`config.mk`:
```
export PLATFORM = sky130hd
export DESIGN_NAME = sgd_engine_flat
export DESIGN_NICKNAME = d
export VERILOG_FILES = /design/src/source/sgd_data_pkg.sv /design/src/source/sgd_ifaces.sv /design/src/source/sgd_engine.sv /design/src/flat_wrapper.sv
export VERILOG_INCLUDE_DIRS = /design/src /design/src/source
export SDC_FILE = /design/constraint.sdc
export NUM_CORES = 1
export LEC_CHECK = 0
export BUFFER_PORTS_ARGS = -buffer_cell sky130_fd_sc_hd__buf_4
export CAP_MARGIN = 20
export CELL_PAD_IN_SITES_DETAIL_PLACEMENT = 2
export CELL_PAD_IN_SITES_GLOBAL_PLACEMENT = 2
export CORE_MARGIN = 4
export CORE_UTILIZATION = 36
export DETAILED_ROUTE_END_ITERATION = 10
export PLACE_DENSITY_LB_ADDON = 0.1
export SETUP_SLACK_MARGIN = 0.1
export SKIP_LAST_GASP = 1
export SYNTH_ARGS = -nofsm -noshare
export SYNTH_HDL_FRONTEND = slang
export SYNTH_SLANG_ARGS = --single-unit
```
`constraint.sdc`:
```
create_clock -name hbm_clk -period 8.8 [get_ports hbm_clk]
set_input_delay 0.88 -clock hbm_clk [delete_from_list [all_inputs] [get_ports hbm_clk]]
set_output_delay 0.88 -clock hbm_clk [all_outputs]
set_load 0.02 [all_outputs]
```
`src/source/sgd_config.svh`:
```
// shared sizes, register offsets and reset values, included by packages and RTL
`ifndef SGD_CONFIG_SVH
`define SGD_CONFIG_SVH

// engine row and datapath widths
`define SGD_ENGINE_NUM      4
`define SGD_FEAT_W          16
`define SGD_ACC_W           40
`define SGD_CNT_W           16
`define SGD_SHIFT_W         5

// apb bus sizes
`define SGD_APB_AW          8
`define SGD_APB_DW          32

// register offsets, byte addressed
`define SGD_ADDR_CTRL       8'h00
`define SGD_ADDR_MINI_BATCH 8'h04
`define SGD_ADDR_STEP_SHIFT 8'h08
`define SGD_ADDR_NUM_SMP    8'h0C
`define SGD_ADDR_STATUS     8'h10

// parameter values after reset
`define SGD_MINI_BATCH_RST  16'd8
`define SGD_STEP_SHIFT_RST  5'd0
`define SGD_NUM_SMP_RST     16'd0

`endif

```
`src/source/sgd_data_pkg.sv`:
```
// datapath types shared by dispatcher, engines and send-back
`default_nettype none

`include "sgd_config.svh"

package sgd_data_pkg;

    // one feature, or the shared label b
    typedef logic signed [`SGD_FEAT_W-1:0] feat_t;

    // running sum and result word
    typedef logic signed [`SGD_ACC_W-1:0] acc_t;

    // beat, sample and batch counters
    typedef logic [`SGD_CNT_W-1:0] cnt_t;

    // engine fsm
    typedef enum logic {
        ENG_ACCUM,
        ENG_HOLD
    } engine_state_e;

endpackage

`default_nettype wire

```
`src/source/sgd_ifaces.sv`:
```
// sample and result handshake bundles between dispatcher, engines and send-back
`default_nettype none

// one sample lane, dispatcher to one engine
interface sample_if import sgd_data_pkg::*; ();
    feat_t feat;
    feat_t label;
    logic  last;
    logic  valid;
    logic  ready;

    modport dispatcher (output feat, label, last, valid, input ready);
    modport engine     (input feat, label, last, valid, output ready);
endinterface

// one result lane, engine to send-back
interface result_if import sgd_data_pkg::*; ();
    acc_t result;
    cnt_t batch;
    logic valid;
    logic ready;

    modport engine (output result, batch, valid, input ready);
    modport drain  (input result, batch, valid, output ready);
endinterface

`default_nettype wire

```
`src/source/sgd_engine.sv`:
```
// one gradient engine, feature times label summed per mini-batch then shifted
`default_nettype none

`include "sgd_config.svh"

module sgd_engine import sgd_data_pkg::*; (
    input  logic                    hbm_clk,
    input  logic                    hbm_rstn,
    input  cnt_t                    mini_batch,
    input  logic [`SGD_SHIFT_W-1:0] step_shift,
    sample_if.engine                smp,
    result_if.engine                res
);

    engine_state_e state_q;
    acc_t          acc_q;
    acc_t          prod;
    acc_t          sum_next;
    cnt_t          beat_cnt_q;
    cnt_t          batch_q;
    acc_t          result_q;
    cnt_t          batch_out_q;
    logic          beat;
    logic          close;

    // take beats only while accumulating
    assign smp.ready = (state_q == ENG_ACCUM);
    assign beat      = smp.valid & smp.ready;

    // sign extend before multiply
    assign prod     = acc_t'(smp.feat) * acc_t'(smp.label);
    assign sum_next = acc_q + prod;

    // batch full, or run ends early
    assign close = smp.last | (beat_cnt_q + cnt_t'(1) == mini_batch);

    assign res.valid  = (state_q == ENG_HOLD);
    assign res.result = result_q;
    assign res.batch  = batch_out_q;

    ////////////////////////////////////////////////////////////
    // fsm and accumulator
    ////////////////////////////////////////////////////////////

    always_ff @(posedge hbm_clk) begin
        if (!hbm_rstn) begin
            state_q    <= ENG_ACCUM;
            acc_q      <= '0;
            beat_cnt_q <= '0;
            batch_q    <= '0;
        end else begin
            case (state_q)
                ENG_ACCUM: begin
                    if (beat && close) begin
                        acc_q      <= '0;
                        beat_cnt_q <= '0;
                        // numbering starts over for the next run
                        batch_q    <= smp.last ? '0 : batch_q + cnt_t'(1);
                        state_q    <= ENG_HOLD;
                    end else if (beat) begin
                        acc_q      <= sum_next;
                        beat_cnt_q <= beat_cnt_q + cnt_t'(1);
                    end
                end
                ENG_HOLD: begin
                    // wait for send-back to take it
                    if (res.ready)
                        state_q <= ENG_ACCUM;
                end
                default: state_q <= ENG_ACCUM;
            endcase
        end
    end

    // result word, arithmetic shift keeps the sign
    always_ff @(posedge hbm_clk) begin
        if (state_q == ENG_ACCUM && beat && close) begin
            result_q    <= sum_next >>> step_shift;
            batch_out_q <= batch_q;
        end
    end

endmodule

`default_nettype wire

```
`src/flat_wrapper.sv`:
```
// flat-port wrapper written by rule: the top's interface ports become plain ports
module sgd_engine_flat import sgd_data_pkg::*;
  (hbm_clk, hbm_rstn, mini_batch, step_shift, smp_feat, smp_label, smp_last, smp_valid, smp_ready, res_result, res_batch, res_valid, res_ready);
  sample_if smp_i ();
  result_if res_i ();
  input  logic hbm_clk;
  input  logic hbm_rstn;
  input  cnt_t mini_batch;
  input  logic [`SGD_SHIFT_W-1:0] step_shift;
  input wire logic [$bits(smp_i.feat)-1:0] smp_feat;
  input wire logic [$bits(smp_i.label)-1:0] smp_label;
  input wire logic [$bits(smp_i.last)-1:0] smp_last;
  input wire logic [$bits(smp_i.valid)-1:0] smp_valid;
  output wire logic [$bits(smp_i.ready)-1:0] smp_ready;
  output wire logic [$bits(res_i.result)-1:0] res_result;
  output wire logic [$bits(res_i.batch)-1:0] res_batch;
  output wire logic [$bits(res_i.valid)-1:0] res_valid;
  input wire logic [$bits(res_i.ready)-1:0] res_ready;
  assign smp_i.feat = smp_feat;
  assign smp_i.label = smp_label;
  assign smp_i.last = smp_last;
  assign smp_i.valid = smp_valid;
  assign smp_ready = smp_i.ready;
  assign res_result = res_i.result;
  assign res_batch = res_i.batch;
  assign res_valid = res_i.valid;
  assign res_i.ready = res_ready;
  sgd_engine u_core (.hbm_clk(hbm_clk), .hbm_rstn(hbm_rstn), .mini_batch(mini_batch), .step_shift(step_shift), .smp(smp_i), .res(res_i));
endmodule
```
==> flow_summary.json <==
{
  "drt_iter0_markers": 925,
  "fp.dieW_um": 247,
  "rr_startpoint": "u_core.beat_cnt_q[0]",
  "ys_async_sr_fraction": 0,
  "grt_remaining_overflow": 0,
  "cts-root-buf": "clkbuf_16",
  "grt_pass1_wl_mm": 131,
  "cts_buffer_depth": 2,
  "crit_type": "in -> reg",
  "synth_seq_cells": 129,
  "die_area_mm2": 0.0609,
  "reg2reg_slack_ns": 4.14,
  "hold_viol_final": 0,
  "synthFlopType": "dfxtp_1",
  "antenna_found_initial": 1,
  "relSlewSlack": 0.359,
  "regArea_mm2": 0.00314,
  "avgSynthCellArea_um2": 8.66,
  "post_dp_cell_area_mm2": 0.0252,
  "coreArea_mm2": 0.0564,
  "synth_common_cells": "inv_1, nand2_1, fa_1, and2_1",
  "syn_to_final_growth_pct": 34.8,
  "insertedDiodeCount": 0,
  "clock_latency_ns": 0.46,
  "synth_top_area_share": 0.257,
  "drt-total-wl_mm": 87.2,
  "via_per_inst": 5.47,
  "synth.distinct_cells": 100,
  "multiInputGateArea_mm2": 0.0171,
  "critPathLaunch": "smp_label[6]",
  "grt_pass1_vias": 22900,
  "synth_nets": 2813,
  "vias": 19800,
  "start_kind": "input port",
  "rsz0062_at_grt": "yes",
  "min_path_type": "reg -> reg",
  "fmax_mhz": 106,
  "synth.area.top_cells": "fa_1, edfxtp_1, ha_1",
  "start_util": 0.364,
  "crit_top_cell": "inv_1",
  "drc": 0,
  "tns_ns": -17.29,
  "grt.busiest_layer": "met2",
  "final_nets": 3292,
  "cts_made_buffers": 17,
  "period_needed_ns": 9.47,
  "clock_sinks": 129,
  "grt.total_usage": 0.274,
  "met3_usage": 0.0234,
  "final_util": 0.490,
  "fin_ws_ns": -0.671,
  "r2r-end": "u_core.batch_q[4]",
  "cts.clk_slew.worst_paths_ns": 0.07,
  "gp_congestion": 0.905,
  "n_fill_cell": 6082,
  "setup-violations-final": 41,
  "synth_top_area_cell": "fa_1",
  "num_rows": 87,
  "drive_gt1_frac": 0.312,
  "critPathMaxFanout": 6,
  "outcome": "finished with violations",
  "crit_path_end": "u_core.res.result[10]",
  "synth_edf_count": 56,
  "firstDrtPassIters": 5,
  "crit_required_ns": 8.99,
  "critPathMaxStageDelay_ns": 0.59,
  "wl_per_cell_um": 24.1,
  "grt_max_degree": 62,
  "grtUsageMet1": 0.320,
  "grt_use_met2": 0.524,
  "worst_ep_arrival_time_ns": 9.66,
  "cap_violations": 0,
  "fin_crit_sh": 1.08,
  "dp_hpwl_mm": 64.6,
  "violations": "setup timing",
  "syn_inst": 2369,
  "die_h_um": 247,
  "cp_num_cells": 39,
  "cp_slowest_cell": "mux4_2",
  "critical-path-top-delay-family": "adder cells",
  "port_buffers": 115,
  "syn_area_mm2": 0.0205,
  "synth-warning-count": 0,
  "worst_pin_slew_ns": 0.937,
  "yosys.cell_count.top_type": "inv_1",
  "tritoncts": "done",
  "cts_max_level": 4,
  "io_pins": 116,
  "fin_worst_skew_ns": 0.0164,
  "synth-seq-area-share": 0.153,
  "r2r_cells": 13,
  "critical_path_buf_inv_count": 11,
  "end_kind": "register",
  "final_area_mm2": 0.0277,
  "cts-hold-fix-buffers": 0,
  "drtAntennaViolNets": 0,
  "drv_slew": 0
}
repair_timing:
action	4_1_cts	5_1_grt
resized for setup	193	107
setup buffers	32	30
endpoints found under the hold margin	0	0
cloned	1	0
pin swaps	62	64
endpoints found under the setup margin	42	49
cell families after synthesis:
| family | share of synthesized area |
|---|---|
| AOI/OAI and AO/OA | 0.161 |
| xor gates and xnor gates | 0.0414 |
| adders and majority gates | 0.332 |
| buffers and inverters | 0.0809 |
| DFF | 0.153 |
| muxes | 0.0427 |
| and+or+nand+nor | 0.189 |
registers in the layout (all words and copies together), names as in the netlist:
signal	cells
u_core.res.valid	1
u_core.batch_q	16
u_core.res.result	40
u_core.res.batch	16
u_core.acc_q	40
u_core.beat_cnt_q	16
how the worst min path moves through the flow:
stage | cells past startpoint | slack (ns) | end | startpoint
after floorplan | 0 | 0.43 | u_core.res.batch[15] | u_core.batch_q[15]
after detailed placement | 0 | 0.45 | u_core.res.batch[15] | u_core.batch_q[15]
after global routing | 2 | 0.49 | u_core.acc_q[37] | u_core.acc_q[37]
after global placement | 0 | 0.44 | u_core.res.batch[15] | u_core.batch_q[15]
after CTS | 2 | 0.48 | u_core.acc_q[13] | u_core.acc_q[13]
final | 2 | 0.47 | u_core.acc_q[37] | u_core.acc_q[37]
layer usage:
metal / vias up / wire length, µm
met5: - / 0
met1: 10300 / 34800
met3: 166 / 2100
met2: 395 / 47100
met4: 0 / 3220
li1: 8939 / -
cell usage in the layout, fill, tap and decap left out, types with 12 or more instances in the layout:
cell type and n:
nand2_2 14, a21boi_0 40, and3_1 12, a21o_1 27
nor3_1 38, dfxtp_1 73, xor2_1 39, ha_4 15
inv_1 301, o21ai_1 23, ha_1 105, nand2_1 256
fa_2 15, nor2_1 109, a21oi_2 17, xnor2_1 54
o21a_1 23, nor2b_1 26, edfxtp_1 56, o211ai_1 18
a21oi_1 82, fa_1 248, inv_2 14, buf_6 29
a211oi_1 14, and2_1 128, nand3_1 67, buf_4 536
mux4_2 22, o21ai_0 49, clkbuf_16 17, mux2i_1 23
nand4_1 19
stage by stage:
step / hold slack, ns / worst slack, ns / cells
after floorplan: 0.428 / -0.0766 / 2369
after global placement: 0.440 / -1.07 / 3525
after detailed placement: 0.451 / -1.35 / 3525
after CTS: 0.480 / -0.262 / 3590
after global routing: 0.493 / -0.857 / 3617
final: 0.471 / -0.671 / 3617
worst reg2reg max path: cells and delay by family, from the launching register on:
| kind | cells | cell delay, ns |
|---|---|---|
| compound gates | 2 | 1.02 |
| xor+xnor | 2 | 0.37 |
| fa+ha+maj | 1 | 0.32 |
| buf+inv | 2 | 0.73 |
| flops | 1 | 0.44 |
| simple gates | 6 | 1.65 |
final cells by class:
class | instances | share of cell area
Clock buffer | 17 | 0.0154
Clock inverter | 15 | 0.00661
Inverter | 319 | 0.0438
Multi-Input combinational cell | 1801 | 0.618
Sequential cell | 129 | 0.114
Tap cell | 756 | 0.0342
Timing Repair Buffer | 580 | 0.168
Power is left out: the tool's default activity adds up to more than one toggle a clock period on the data nets, which glitch-free logic cannot reach.
