## src/source/sgd_config.svh

```systemverilog
// shared sizes, register offsets and reset values, included by packages and RTL
`ifndef SGD_CONFIG_SVH
`define SGD_CONFIG_SVH

// engine row and datapath widths
`define SGD_ENGINE_NUM      4
`define SGD_FEAT_W          16
`define SGD_ACC_W           40
`define SGD_CNT_W           16
`define SGD_SHIFT_W         5

// apb bus sizes
`define SGD_APB_AW          8
`define SGD_APB_DW          32

// register offsets, byte addressed
`define SGD_ADDR_CTRL       8'h00
`define SGD_ADDR_MINI_BATCH 8'h04
`define SGD_ADDR_STEP_SHIFT 8'h08
`define SGD_ADDR_NUM_SMP    8'h0C
`define SGD_ADDR_STATUS     8'h10

// parameter values after reset
`define SGD_MINI_BATCH_RST  16'd8
`define SGD_STEP_SHIFT_RST  5'd0
`define SGD_NUM_SMP_RST     16'd0

`endif

```

## src/source/sgd_data_pkg.sv

```systemverilog
// datapath types shared by dispatcher, engines and send-back
`default_nettype none

`include "sgd_config.svh"

package sgd_data_pkg;

    // one feature, or the shared label b
    typedef logic signed [`SGD_FEAT_W-1:0] feat_t;

    // running sum and result word
    typedef logic signed [`SGD_ACC_W-1:0] acc_t;

    // beat, sample and batch counters
    typedef logic [`SGD_CNT_W-1:0] cnt_t;

    // engine fsm
    typedef enum logic {
        ENG_ACCUM,
        ENG_HOLD
    } engine_state_e;

endpackage

`default_nettype wire

```

## src/source/sgd_reg_pkg.sv

```systemverilog
// register map types for the apb parameter block, imported by regs and testbench
`default_nettype none

`include "sgd_config.svh"

package sgd_reg_pkg;

    // register offsets seen on paddr
    typedef enum logic [`SGD_APB_AW-1:0] {
        REG_CTRL        = `SGD_ADDR_CTRL,
        REG_MINI_BATCH  = `SGD_ADDR_MINI_BATCH,
        REG_STEP_SHIFT  = `SGD_ADDR_STEP_SHIFT,
        REG_NUM_SAMPLES = `SGD_ADDR_NUM_SMP,
        REG_STATUS      = `SGD_ADDR_STATUS
    } reg_addr_e;

    // commands written to REG_CTRL
    typedef enum logic [`SGD_APB_DW-1:0] {
        OP_NONE  = 32'd0,
        OP_START = 32'd1
    } ctrl_op_e;

    // training parameters as held by the register block
    typedef struct packed {
        logic [`SGD_CNT_W-1:0]   mini_batch;
        logic [`SGD_SHIFT_W-1:0] step_shift;
        logic [`SGD_CNT_W-1:0]   num_samples;
    } sgd_params_t;

endpackage

`default_nettype wire

```

## src/source/sgd_param_regs.sv

```systemverilog
// apb slave holding the training parameters, start pulse and run status
`default_nettype none

`include "sgd_config.svh"

module sgd_param_regs import sgd_reg_pkg::*, sgd_data_pkg::*; (
    input  logic                   hbm_clk,
    input  logic                   hbm_rstn,
    input  logic                   psel,
    input  logic                   penable,
    input  logic                   pwrite,
    input  logic [`SGD_APB_AW-1:0] paddr,
    input  logic [`SGD_APB_DW-1:0] pwdata,
    output logic [`SGD_APB_DW-1:0] prdata,
    output logic                   pready,
    output logic                   pslverr,
    output sgd_params_t            params,
    output logic                   start,
    input  cnt_t                   sample_count,
    input  logic                   busy
);

    logic wr_acc;
    logic mapped;

    // zero wait state slave
    assign pready = 1'b1;

    // write in access phase
    assign wr_acc = psel & penable & pwrite;

    assign mapped = paddr inside {REG_CTRL, REG_MINI_BATCH, REG_STEP_SHIFT,
                                  REG_NUM_SAMPLES, REG_STATUS};

    // status is read only
    assign pslverr = wr_acc & (~mapped | (paddr == REG_STATUS));

    ////////////////////////////////////////////////////////////
    // parameter registers
    ////////////////////////////////////////////////////////////

    always_ff @(posedge hbm_clk) begin
        if (!hbm_rstn) begin
            params.mini_batch  <= `SGD_MINI_BATCH_RST;
            params.step_shift  <= `SGD_STEP_SHIFT_RST;
            params.num_samples <= `SGD_NUM_SMP_RST;
            start              <= 1'b0;
        end else begin
            // one cycle only
            start <= 1'b0;
            if (wr_acc) begin
                case (paddr)
                    REG_CTRL: begin
                        // ignored while a run is going
                        if (ctrl_op_e'(pwdata) == OP_START && !busy && !start)
                            start <= 1'b1;
                    end
                    REG_MINI_BATCH:  params.mini_batch  <= pwdata[`SGD_CNT_W-1:0];
                    REG_STEP_SHIFT:  params.step_shift  <= pwdata[`SGD_SHIFT_W-1:0];
                    REG_NUM_SAMPLES: params.num_samples <= pwdata[`SGD_CNT_W-1:0];
                    default: ;
                endcase
            end
        end
    end

    ////////////////////////////////////////////////////////////
    // read mux
    ////////////////////////////////////////////////////////////

    always_comb begin
        prdata = '0;
        case (paddr)
            REG_MINI_BATCH:  prdata[`SGD_CNT_W-1:0]   = params.mini_batch;
            REG_STEP_SHIFT:  prdata[`SGD_SHIFT_W-1:0] = params.step_shift;
            REG_NUM_SAMPLES: prdata[`SGD_CNT_W-1:0]   = params.num_samples;
            // count on top, busy at bit 0
            REG_STATUS:      prdata = {sample_count, 15'd0, busy};
            default:         prdata = '0;
        endcase
    end

endmodule

`default_nettype wire

```

## config.mk

```make
export PLATFORM = sky130hd
export DESIGN_NAME = sgd_param_regs
export DESIGN_NICKNAME = d
export VERILOG_FILES = /design/src/source/sgd_data_pkg.sv /design/src/source/sgd_reg_pkg.sv /design/src/source/sgd_param_regs.sv
export VERILOG_INCLUDE_DIRS = /design/src /design/src/source
export SDC_FILE = /design/constraint.sdc
export NUM_CORES = 1
export LEC_CHECK = 0
export ABC_AREA = 1
export ABC_CLOCK_PERIOD_IN_PS = 3900
export BUFFER_PORTS_ARGS = -buffer_cell sky130_fd_sc_hd__buf_2
export CORE_MARGIN = 2
export CORE_UTILIZATION = 46
export DETAILED_ROUTE_END_ITERATION = 10
export GPL_ROUTABILITY_DRIVEN = 0
export GPL_TIMING_DRIVEN = 0
export PLACE_DENSITY_LB_ADDON = 0.25
export SLEW_MARGIN = 0
export SYNTH_ARGS = -nofsm -noshare
export SYNTH_HDL_FRONTEND = slang
export SYNTH_SLANG_ARGS = --single-unit
```

## constraint.sdc

```tcl
create_clock -name hbm_clk -period 3.9 [get_ports hbm_clk]
set_clock_uncertainty 0.15 [all_clocks]
set_input_delay 0.39 -clock hbm_clk [delete_from_list [all_inputs] [get_ports hbm_clk]]
set_output_delay 0.39 -clock hbm_clk [all_outputs]
set_load 0.01 [all_outputs]
```

==> summary.md, run 1 <==
| Metric | Value |
|---|---|
| Outcome | `completed` |
| Syn Area/Cell | `between 6 and 7 sq um` |
| Area growth, synth to finish | `39.0%` |
| Post-synthesis instance total | `320` |
| Internal Dissipation | `0.000562 W` |
| Final ANT Viol Nets | `0` |
| Io pins | `134` |
| DRT Pass-1 Iters | `5` |
| Worst path most repeated cell | `buf_2` |
| FFs w/ async S/R, synth | `0` |
| Die Span X | `between 70 and 80 microns` |
| Switching part of the total | `0.257` |
| Drt wl/cell | `~13 microns` |
| Ordered cell list for the critical path | `buf_2 > nor2_1 > nand2_2 > nor2_4 > clkbuf_1 > nand3_1 > nand2_1 > buf_2` |
| Detailed router's first-iteration violation count | `145` |
| Crit Reg-Reg Startpoint | `start$_SDFF_PN0_` |
| # rows | `24` |
| Synth cell count leaders | `nand2_1, nand3_1, dfxtp_1` |
| HP Class | `in -> reg` |
| # Post-CTS Setup Buffers | `0` |
| Slowest Stage Delay on Critical Path | `480 ps` |
| CP top delay family | `simple AND/OR/NAND/NOR gates` |
| Final Hold Viols | `0` |
| Worst Hold Launch | `hbm_rstn` |
| DP HPWL | `5280 microns` |
| Worst Max-Slew Pin Slew | `610 ps` |
| Fmax | `410 MHz` |
| Max IR drop VDD | `0.172 mV` |
| Hold path depth | `2` |
| Clk sink count | `38` |
| Slew headroom | `0.593` |
| P per Cell Area | `259 mW/mm^2` |
| Max Buffers Root-to-Sink | `2` |
| Die height | `71.6 microns` |
| ANT cells | `0` |
| Power share of the clock group | `0.379` |
| Initial antenna violation count | `0` |
| R2R setup slack | `~3000 ps` |
| RSZ-0062 raised after global routing | `false` |
| P_leak | `approximately 1.6 nW` |
| Total gr overflow | `0` |
| Post-CTS sizing | `0` |
| Netlist cell types | `24` |
| CP max FO | `10` |
| Fill cell count | `between 400 and 500` |
| Clock latency on the worst-skew pair | `300 ps` |
| CP arrival | `between 1500 and 2000 ps` |
| Worst path bufs/invs | `3` |
| Synth Net Count | `~380` |
| Final Max Slew Viols | `0` |
| First-pass GRT wire length | `around 11000 microns` |
| Total GRT Usage | `0.264` |
| CTS root buf | `clkbuf_8` |
| Hold EP | `params[24]$_SDFFE_PN1P_` |
| CP Capture Type | `output pin` |
| Remaining routing DRC violations | `0` |
| # nets final | `roughly 520` |
| Dominant cells by area after synthesis | `dfxtp_1, nand3_1, nand2_1, a21oi_1, nor2_1` |
| Final min period | `2440 ps` |
| Worst R2R Path Depth | `3` |
| CP Launch Type | `input port` |
| H-tree Lvls | `2` |
| Yosys top cell area share | `0.362` |
| Clock slew at reported path FFs | `~70 ps` |
| Setup crit start | `paddr[7]` |
| Initial Utilization | `0.480` |
| Placed cell area | `0.00283 sq mm` |
| Setup Viol. Count Final | `0` |
| Vias in the first global route | `2277` |
| IO buf count | `132` |
| EDFF count, synth | `0` |
| Synth warn | `0` |
| Primary FF master, synth | `dfxtp_1` |
| Post-Syn Area | `0.00210 sq mm` |
| Hold-fix buffers, CTS | `0` |
| CTS Buf Count | `5` |
| Top-count cell post-synth | `nand2_1` |
| Sequential Power Share | `0.513` |
| WS Path Type | `in -> out` |
| Layout cells sized above 1 | `0.367` |
| Largest net degree at the start of global routing | `13` |
| Worst reg2reg endpoint | `start$_SDFF_PN0_` |
| Max Cap Viol | `0` |
| Design Area, Final | `0.00292 sq mm` |
| CTS tree | `built` |
| Final WL | `just under 7000 microns` |
| Total die area | `0.00513 sq mm` |
| WP data required | `3360 ps` |
| Logic gate share of total power | `0.108` |
| Post-synth top area cell | `dfxtp_1` |
| CP max-delay cell | `clkbuf_1` |
| Sw Pwr | `0.000194 W` |
| Seq/Total Area, Yosys | `0.362` |
| Via count | `2583` |
| FF+latch count, synth | `38` |
| CORE AREA | `between 0.004 and 0.005 sq mm` |
| Setup TNS | `0 ps` |
| Period utilization | `0.626` |
| Vias/cell | `a little over 5` |
## state kept, by name (all words and copies together), names as in the netlist
| signal | count |
|---|---|
| params | 37 |
| start | 1 |
## worst register-to-register path: stages (launching register included)
cell     delay (ps)
dfxtp_1         310
nor3_1          160
nand4_1         110
nor2_1          110
## cell families (layout without fill, tap and decap cells)
logic type / count (synthesis) / in the layout / share of synthesized area
buffers and inverters: 47 / 187 / 0.104
AND/OR/NAND/NOR: 197 / 197 / 0.444
other: 1 / 1 / 0.00178
flip-flops: 38 / 38 / 0.362
AO/OA/AOI/OAI: 37 / 37 / 0.0880
## routing by layer
layer / global-route usage / up-vias / part of all wire
li1: - / 1313 / -
met1: 0.344 / 1132 / 0.42
met2: 0.448 / 130 / 0.47
met3: 0.0563 / 8 / 0.095
met4: 0.0650 / 0 / 0.012
met5: 0 / - / 0
## power by group through the flow
| stage | logic, W | clock network [W] | registers (W) |
|---|---|---|---|
| after global placement | 0.0000798 | 0 | 0.000397 |
| after floorplan | 0.0000330 | 0 | 0.000397 |
| after CTS | 0.0000815 | 0.000288 | 0.000388 |
| final | 0.0000820 | 0.000287 | 0.000388 |
| after global routing | 0.0000904 | 0.000304 | 0.000388 |
| after detailed placement | 0.0000812 | 0 | 0.000397 |
## worst max-delay path by stage
stage                  to  slack, ps  depth (start not counted)
5_1_grt         prdata[7]       1300                          8
3_5_place_dp   prdata[13]       1470                          8
4_1_cts        prdata[13]       1460                          8
3_3_place_gp    prdata[6]       1500                          8
6_report       prdata[13]       1460                          8
2_1_floorplan  prdata[10]       2000                          8
## layout make-up
| class | instances | area, sq um | area share |
|---|---|---|---|
| buffer | 18 | 110 | 0.0377 |
| clock buffer | 6 | 82.6 | 0.0282 |
| clock inverter | 2 | 12.5 | 0.00428 |
| inverter | 29 | 109 | 0.0372 |
| multi-input combinational | 235 | 1120 | 0.384 |
| sequential | 38 | 761 | 0.260 |
| tap | 52 | 65.1 | 0.0223 |
| timing repair buffer | 132 | 661 | 0.226 |
## placed cells by master (no fill, tap or decap), drive strengths merged, types with 3 or more instances in the layout
master    n
inv      29
a21oi    36
dfxtp    38
buf     145
nand4     6
nor2     45
clkbuf   11
nand2    78
nor3      3
nand3    64
## stage by stage
stage / worst slack, ps / utilization / std cells / hold slack (ps) / total power [W]
floorplan: 2000 / - / 320 / 324 / 0.000430
global placement: 1500 / 0.645 / 504 / 313 / 0.000477
detailed placement: 1470 / 0.645 / 504 / 319 / 0.000478
CTS: 1460 / 0.667 / 512 / 169 / 0.000757
global route: 1300 / 0.667 / 512 / 173 / 0.000782
finish: 1460 / 0.667 / 512 / 165 / 0.000757
Power figures use the tool's default switching activity.
==> run 2, diff against run 1 <==
ABC_CLOCK_PERIOD_IN_PS = 2400   (was 3900)
CORE_UTILIZATION = 43   (was 46)
clock period = 2.4 ns   (was 3.9 ns; I/O delays follow)
==> run 2 against run 1 <==
Effect of this change: clock power increased by 88%; sequential power increased by 62%; total power increased by 72%; via count increased by 1.2%; wire length increased by 2.1%; die area increased by 6.6%; first-iteration DRC count decreased by 27%; sequential share of layout area decreased by 0.26 points; register-to-register slack got worse by 1600 ps; worst hold slack got worse by 150 ps; global-route usage decreased by 1.3 points.
==> summary.md, run 2 (synthesis results as in run 1) <==
| Metric | Value |
|---|---|
| Outcome | `completed` |
| CP max-delay cell | `clkbuf_1` |
| Initial Utilization | `0.445` |
| Met2 WL post-DR | `3480 microns` |
| Fmax | `478 MHz` |
| # nets final | `between 500 and 600` |
| # rows | `25` |
| Hold-fix buffers, CTS | `0` |
| CP arrival | `1700 ps` |
| Top reg by flops | `params` |
| Remaining routing DRC violations | `0` |
| Max IR drop VDD | `slightly below 0.4 mV` |
| CP max FO | `10` |
| Die height | `73.9 microns` |
| Total gr overflow | `0` |
| Worst path bufs/invs | `3` |
| Switching part of the total | `0.237` |
| Io pins | `around 130` |
| ANT cells | `0` |
| Max Cap Viol | `0` |
| Post-layout power | `0.00130 W` |
| Sw Pwr | `roughly 0.0003 W` |
| Clock latency on the worst-skew pair | `280 ps` |
| Register area | `761 sq um` |
| Detailed router's first-iteration violation count | `106` |
| Design Area, Final | `0.00295 sq mm` |
| Final Max Slew Viols | `0` |
| Max Buffers Root-to-Sink | `2` |
| P_leak | `1.58 nW` |
| Internal Dissipation | `0.000994 W` |
| R2R setup slack | `between 1000 and 1500 ps` |
| Worst R2R Path Depth | `3` |
| Setup TNS | `0 ps` |
| Clk sink count | `38` |
| # Post-CTS Setup Buffers | `0` |
| WP data required | `2010 ps` |
| Hold path depth | `2` |
| Slew headroom | `0.644` |
| Slowest Stage Delay on Critical Path | `440 ps` |
| RSZ-0062 raised after global routing | `false` |
| Placed cell area | `0.00285 sq mm` |
| Met3 wire len | `596 microns` |
| Area growth, synth to finish | `40.5%` |
| WS Path Type | `in -> out` |
| Via count | `approximately 2600` |
| Final ANT Viol Nets | `0` |
| Clock slew at reported path FFs | `~70 ps` |
| Vias/cell | `about 5.0` |
| CTS Buf Count | `5` |
| CP Capture Type | `output pin` |
| Post-CTS sizing | `0` |
| Crit Reg-Reg Startpoint | `start$_SDFF_PN0_` |
| CTS tree | `built` |
| Largest net degree at the start of global routing | `12` |
| Die Span X | `around 74 microns` |
| Layout cells sized above 1 | `0.363` |
| Final Hold Viols | `0` |
| DP HPWL | `5420 microns` |
| Period utilization | `0.872` |
| Worst reg2reg endpoint | `start$_SDFF_PN0_` |
| CP Launch Type | `input port` |
| Initial antenna violation count | `0` |
| Fill cell count | `465` |
| Multi-input gate area | `0.00112 sq mm` |
| Worst Max-Slew Pin Slew | `535 ps` |
| Sequential Power Share | `0.484` |
| Total die area | `0.00547 sq mm` |
| Final WL | `6980 microns` |
| Final min period | `roughly 2100 ps` |
| P per Cell Area | `441 mW/mm^2` |
| CORE AREA | `about 0.0047 sq mm` |
| First-pass GRT wire length | `roughly 11000 microns` |
| Most common library cell in the layout ignoring fill and taps | `buf_2` |
| Largest regs | `params x37, start x1` |
| Total GRT Usage | `0.251` |
| HP Class | `in -> reg` |
| Final core utilization | `0.625` |
| Vias in the first global route | `2337` |
| Most frequent cells in the layout | `buf_2, nand2_1, nand3_1, dfxtp_1, nor2_1` |
| Setup Viol. Count Final | `0` |
| Drt wl/cell | `13.2 microns` |
| H-tree Lvls | `2` |
| CP top delay family | `simple AND/OR/NAND/NOR gates` |
| IO buf count | `132` |
| Worst path most repeated cell | `buf_2` |
| Worst Hold Launch | `hbm_rstn` |
| Met1 WL | `2840 microns` |
| Power share of the clock group | `0.414` |
| CTS root buf | `clkbuf_8` |
| Max layer used | `met4` |
| DRT Pass-1 Iters | `4` |
| Max FFs per register | `37` |
| Hold EP | `params[24]$_SDFFE_PN1P_` |
| Ordered cell list for the critical path | `buf_2 > nor2_1 > nand2_2 > nor2_4 > clkbuf_1 > nand3_1 > nand2_1 > buf_2` |
| Logic gate share of total power | `0.103` |
## run 2: changes by cell type in the layout (fill, tap and decap cells not counted), sizes merged
cell,before,now
clkbuf,11,12
clkinvlp,1,0
bufinv,0,1
clkinv,1,0
## run 2: worst max-delay path by stage
stage                 endpoint  depth (start not counted)  slack, ps  startpoint
floorplan           prdata[10]                          8        800    paddr[7]
CTS                  prdata[5]                          8        280    paddr[7]
global route         prdata[5]                          8        100    paddr[7]
detailed placement   prdata[5]                          8        280    paddr[7]
global placement     prdata[5]                          8        310    paddr[7]
finish               prdata[5]                          8        310    paddr[7]
## run 2: final cells by class
class	instances	share of cell area
plain buffers	18	0.0373
clock buffers	7	0.0258
clock inverters	1	0.0102
inverters	29	0.0368
multi-input cells	235	0.380
flip-flops and latches	38	0.258
well taps	67	0.0284
repair buffers	132	0.224
## run 2: power by group through the flow
stage	registers (W)	clock network, W	logic, W
global route	0.000630	0.000570	0.000149
CTS	0.000630	0.000538	0.000134
finish	0.000630	0.000539	0.000134
global placement	0.000645	0	0.000130
floorplan	0.000645	0	0.0000536
detailed placement	0.000645	0	0.000133
## run 2: per-layer routing
layer | vias up | global-route usage
met2 | 120 | 0.418
met5 | - | 0
met1 | 1174 | 0.319
met4 | 0 | 0.0909
li1 | 1313 | -
met3 | 8 | 0.0583
## run 2: stage by stage
stage               setup WS (ps)  hold WS [ps]  instances
floorplan                     802           174        320
global placement              313           299        519
detailed placement            283           304        519
CTS                           281          12.2        527
global route                 97.7          23.5        527
finish                        306          14.0        527
==> run 3, diff against run 2 <==
==> constraint.sdc (replaced) <==
create_clock -name hbm_clk -period 2.4 [get_ports hbm_clk]
set_clock_uncertainty 0.15 [all_clocks]
set_input_delay 0.36 -clock hbm_clk [delete_from_list [all_inputs] [get_ports hbm_clk]]
set_output_delay 0.36 -clock hbm_clk [all_outputs]
set_load 0.01 [all_outputs]
==> run 3 against run 2 <==
Effect of this change: global-route usage stayed put; via count is 0.34% higher; sequential power hardly changed; wire length is 0.62% higher; critical path depth is 2 higher; non-clock buffer count stayed put; fmax is 4.8% lower; worst hold slack better by 120 ps; critical endpoint is now prdata[15]; largest cell class unchanged; largest power group unchanged.
==> summary.md, run 3 (synthesis results as in run 1) <==
| Metric | Value |
|---|---|
| Design Area, Final | `0.00297 sq mm` |
| Top reg by flops | `params` |
| R2R setup slack | `1460 ps` |
| Max IR drop VDD | `0.391 mV` |
| Clock slew at reported path FFs | `70 ps` |
| HP Class | `in -> reg` |
| RSZ-0062 raised after global routing | `false` |
| WP data required | `1890 ps` |
| Non-filler cells, final | `527` |
| P per Cell Area | `~440 mW/mm^2` |
| Total die area | `0.00547 sq mm` |
| Final WL | `7020 microns` |
| CP arrival | `1690 ps` |
| Fmax | `455 MHz` |
| Largest regs | `params x37, start x1` |
| CORE AREA | `0.00472 sq mm` |
| Drt wl/cell | `13.3 microns` |
| CTS root buf | `clkbuf_8` |
| Setup Viol. Count Final | `0` |
| Final min period | `2200 ps` |
| # nets final | `521` |
| Most frequent cells in the layout | `buf_2, nand2_1, nand3_1, dfxtp_1, nor2_1` |
| Max Cap Viol | `0` |
| Slew headroom | `0.655` |
| CTS Buf Count | `5` |
| P_leak | `about 1.6 nW` |
| Final Max Slew Viols | `0` |
| Die Span X | `73.9 microns` |
| Max FFs per register | `37` |
| Setup TNS | `0 ps` |
| Clock latency on the worst-skew pair | `280 ps` |
| DP HPWL | `5420 microns` |
| Io pins | `134` |
| Via count | `2624` |
| Max Buffers Root-to-Sink | `2` |
| Met1 WL | `just under 3000 microns` |
| Placed Cells | `slightly above 500` |
| Area growth, synth to finish | `41.0%` |
| Final ANT Viol Nets | `0` |
| Outcome | `completed` |
| # rows | `25` |
| WHS | `132 ps` |
| Hold path depth | `2` |
| Worst reg2reg endpoint | `start$_SDFF_PN0_` |
| CP max FO | `10` |
| Final Hold Viols | `0` |
| Largest net degree at the start of global routing | `12` |
| H-tree Lvls | `2` |
| First-pass GRT wire length | `10800 microns` |
| Vias in the first global route | `2337` |
| CP Launch Type | `input port` |
| Worst Max-Slew Pin Slew | `517 ps` |
| Hold-fix buffers, CTS | `0` |
| Worst Hold Launch | `hbm_rstn` |
| Period utilization | `0.917` |
| Detailed router's first-iteration violation count | `122` |
| Total GRT Usage | `0.251` |
| WS Path Type | `in -> out` |
| Die height | `73.9 microns` |
| Crit Reg-Reg Startpoint | `start$_SDFF_PN0_` |
| Hold EP | `params[24]$_SDFFE_PN1P_` |
| Max layer used | `met4` |
| Clk sink count | `38` |
| CTS tree | `built` |
| Worst R2R Path Depth | `3` |
| Met3 wire len | `568 microns` |
| Met2 WL post-DR | `3430 microns` |
| ANT cells | `0` |
| Total gr overflow | `0` |
| Most common library cell in the layout ignoring fill and taps | `buf_2` |
| Initial Utilization | `0.445` |
| DRT Pass-1 Iters | `4` |
| Final core utilization | `0.628` |
| Placed cell area | `0.00285 sq mm` |
| CP Capture Type | `output pin` |
| IO buf count | `132` |
| Initial antenna violation count | `0` |
| Remaining routing DRC violations | `0` |
| Layout cells sized above 1 | `0.365` |
| Vias/cell | `approximately 5.0` |
run 3: area by class of cell:
| cell class | count | area, sq um |
|---|---|---|
| Fill cell | 465 | 1760 |
| Multi-Input combinational cell | 235 | 1130 |
| Sequential cell | 38 | 761 |
| Timing Repair Buffer | 132 | 661 |
| Buffer | 18 | 111 |
| Inverter | 29 | 109 |
| Tap cell | 67 | 83.8 |
| Clock buffer | 7 | 76.3 |
| Clock inverter | 1 | 30.0 |
run 3: repair_timing:
action,in CTS,in global routing
setup endpoints to repair,0,10
resized for setup,0,4
setup buffers,0,0
endpoints found under the hold margin,0,0
run 3: worst max path at each step:
| stage | startpoint | to | cells after the start |
|---|---|---|---|
| floorplan | paddr[7] | prdata[10] | 8 |
| global placement | paddr[7] | prdata[5] | 8 |
| detailed placement | paddr[7] | prdata[5] | 8 |
| CTS | paddr[7] | prdata[5] | 8 |
| global route | paddr[7] | prdata[7] | 10 |
| finish | paddr[7] | prdata[15] | 10 |
run 3: per-layer routing:
layer  up-vias  global-route usage
li1       1311                   -
met1      1190               0.319
met2       113               0.418
met3        10              0.0583
met4         0              0.0909
met5         -                   0
run 3: worst max-delay path, stage by stage:
cell	delay [ps]
buf_2	100
nor2_1	210
nand2_4	160
nor2_4	150
inv_1	100
nor2_4	150
buf_4	210
nand2_1	70
nand2_1	60
buf_2	130
run 3: per-stage QoR:
stage          total power, W  worst slack [ps]
6_report              0.00130               200
5_1_grt               0.00135              49.1
4_1_cts               0.00130              40.7
3_5_place_dp         0.000778              42.8
3_3_place_gp         0.000775              73.3
2_1_floorplan        0.000699               562
run 3: where the power goes:
part	internal [W]	leakage, nW	switching, W
sequential	0.000630	0.306	0.000000178
combinational	0.0000532	1.23	0.0000821
clock	0.000311	0.0524	0.000225
total	0.000994	1.59	0.000307
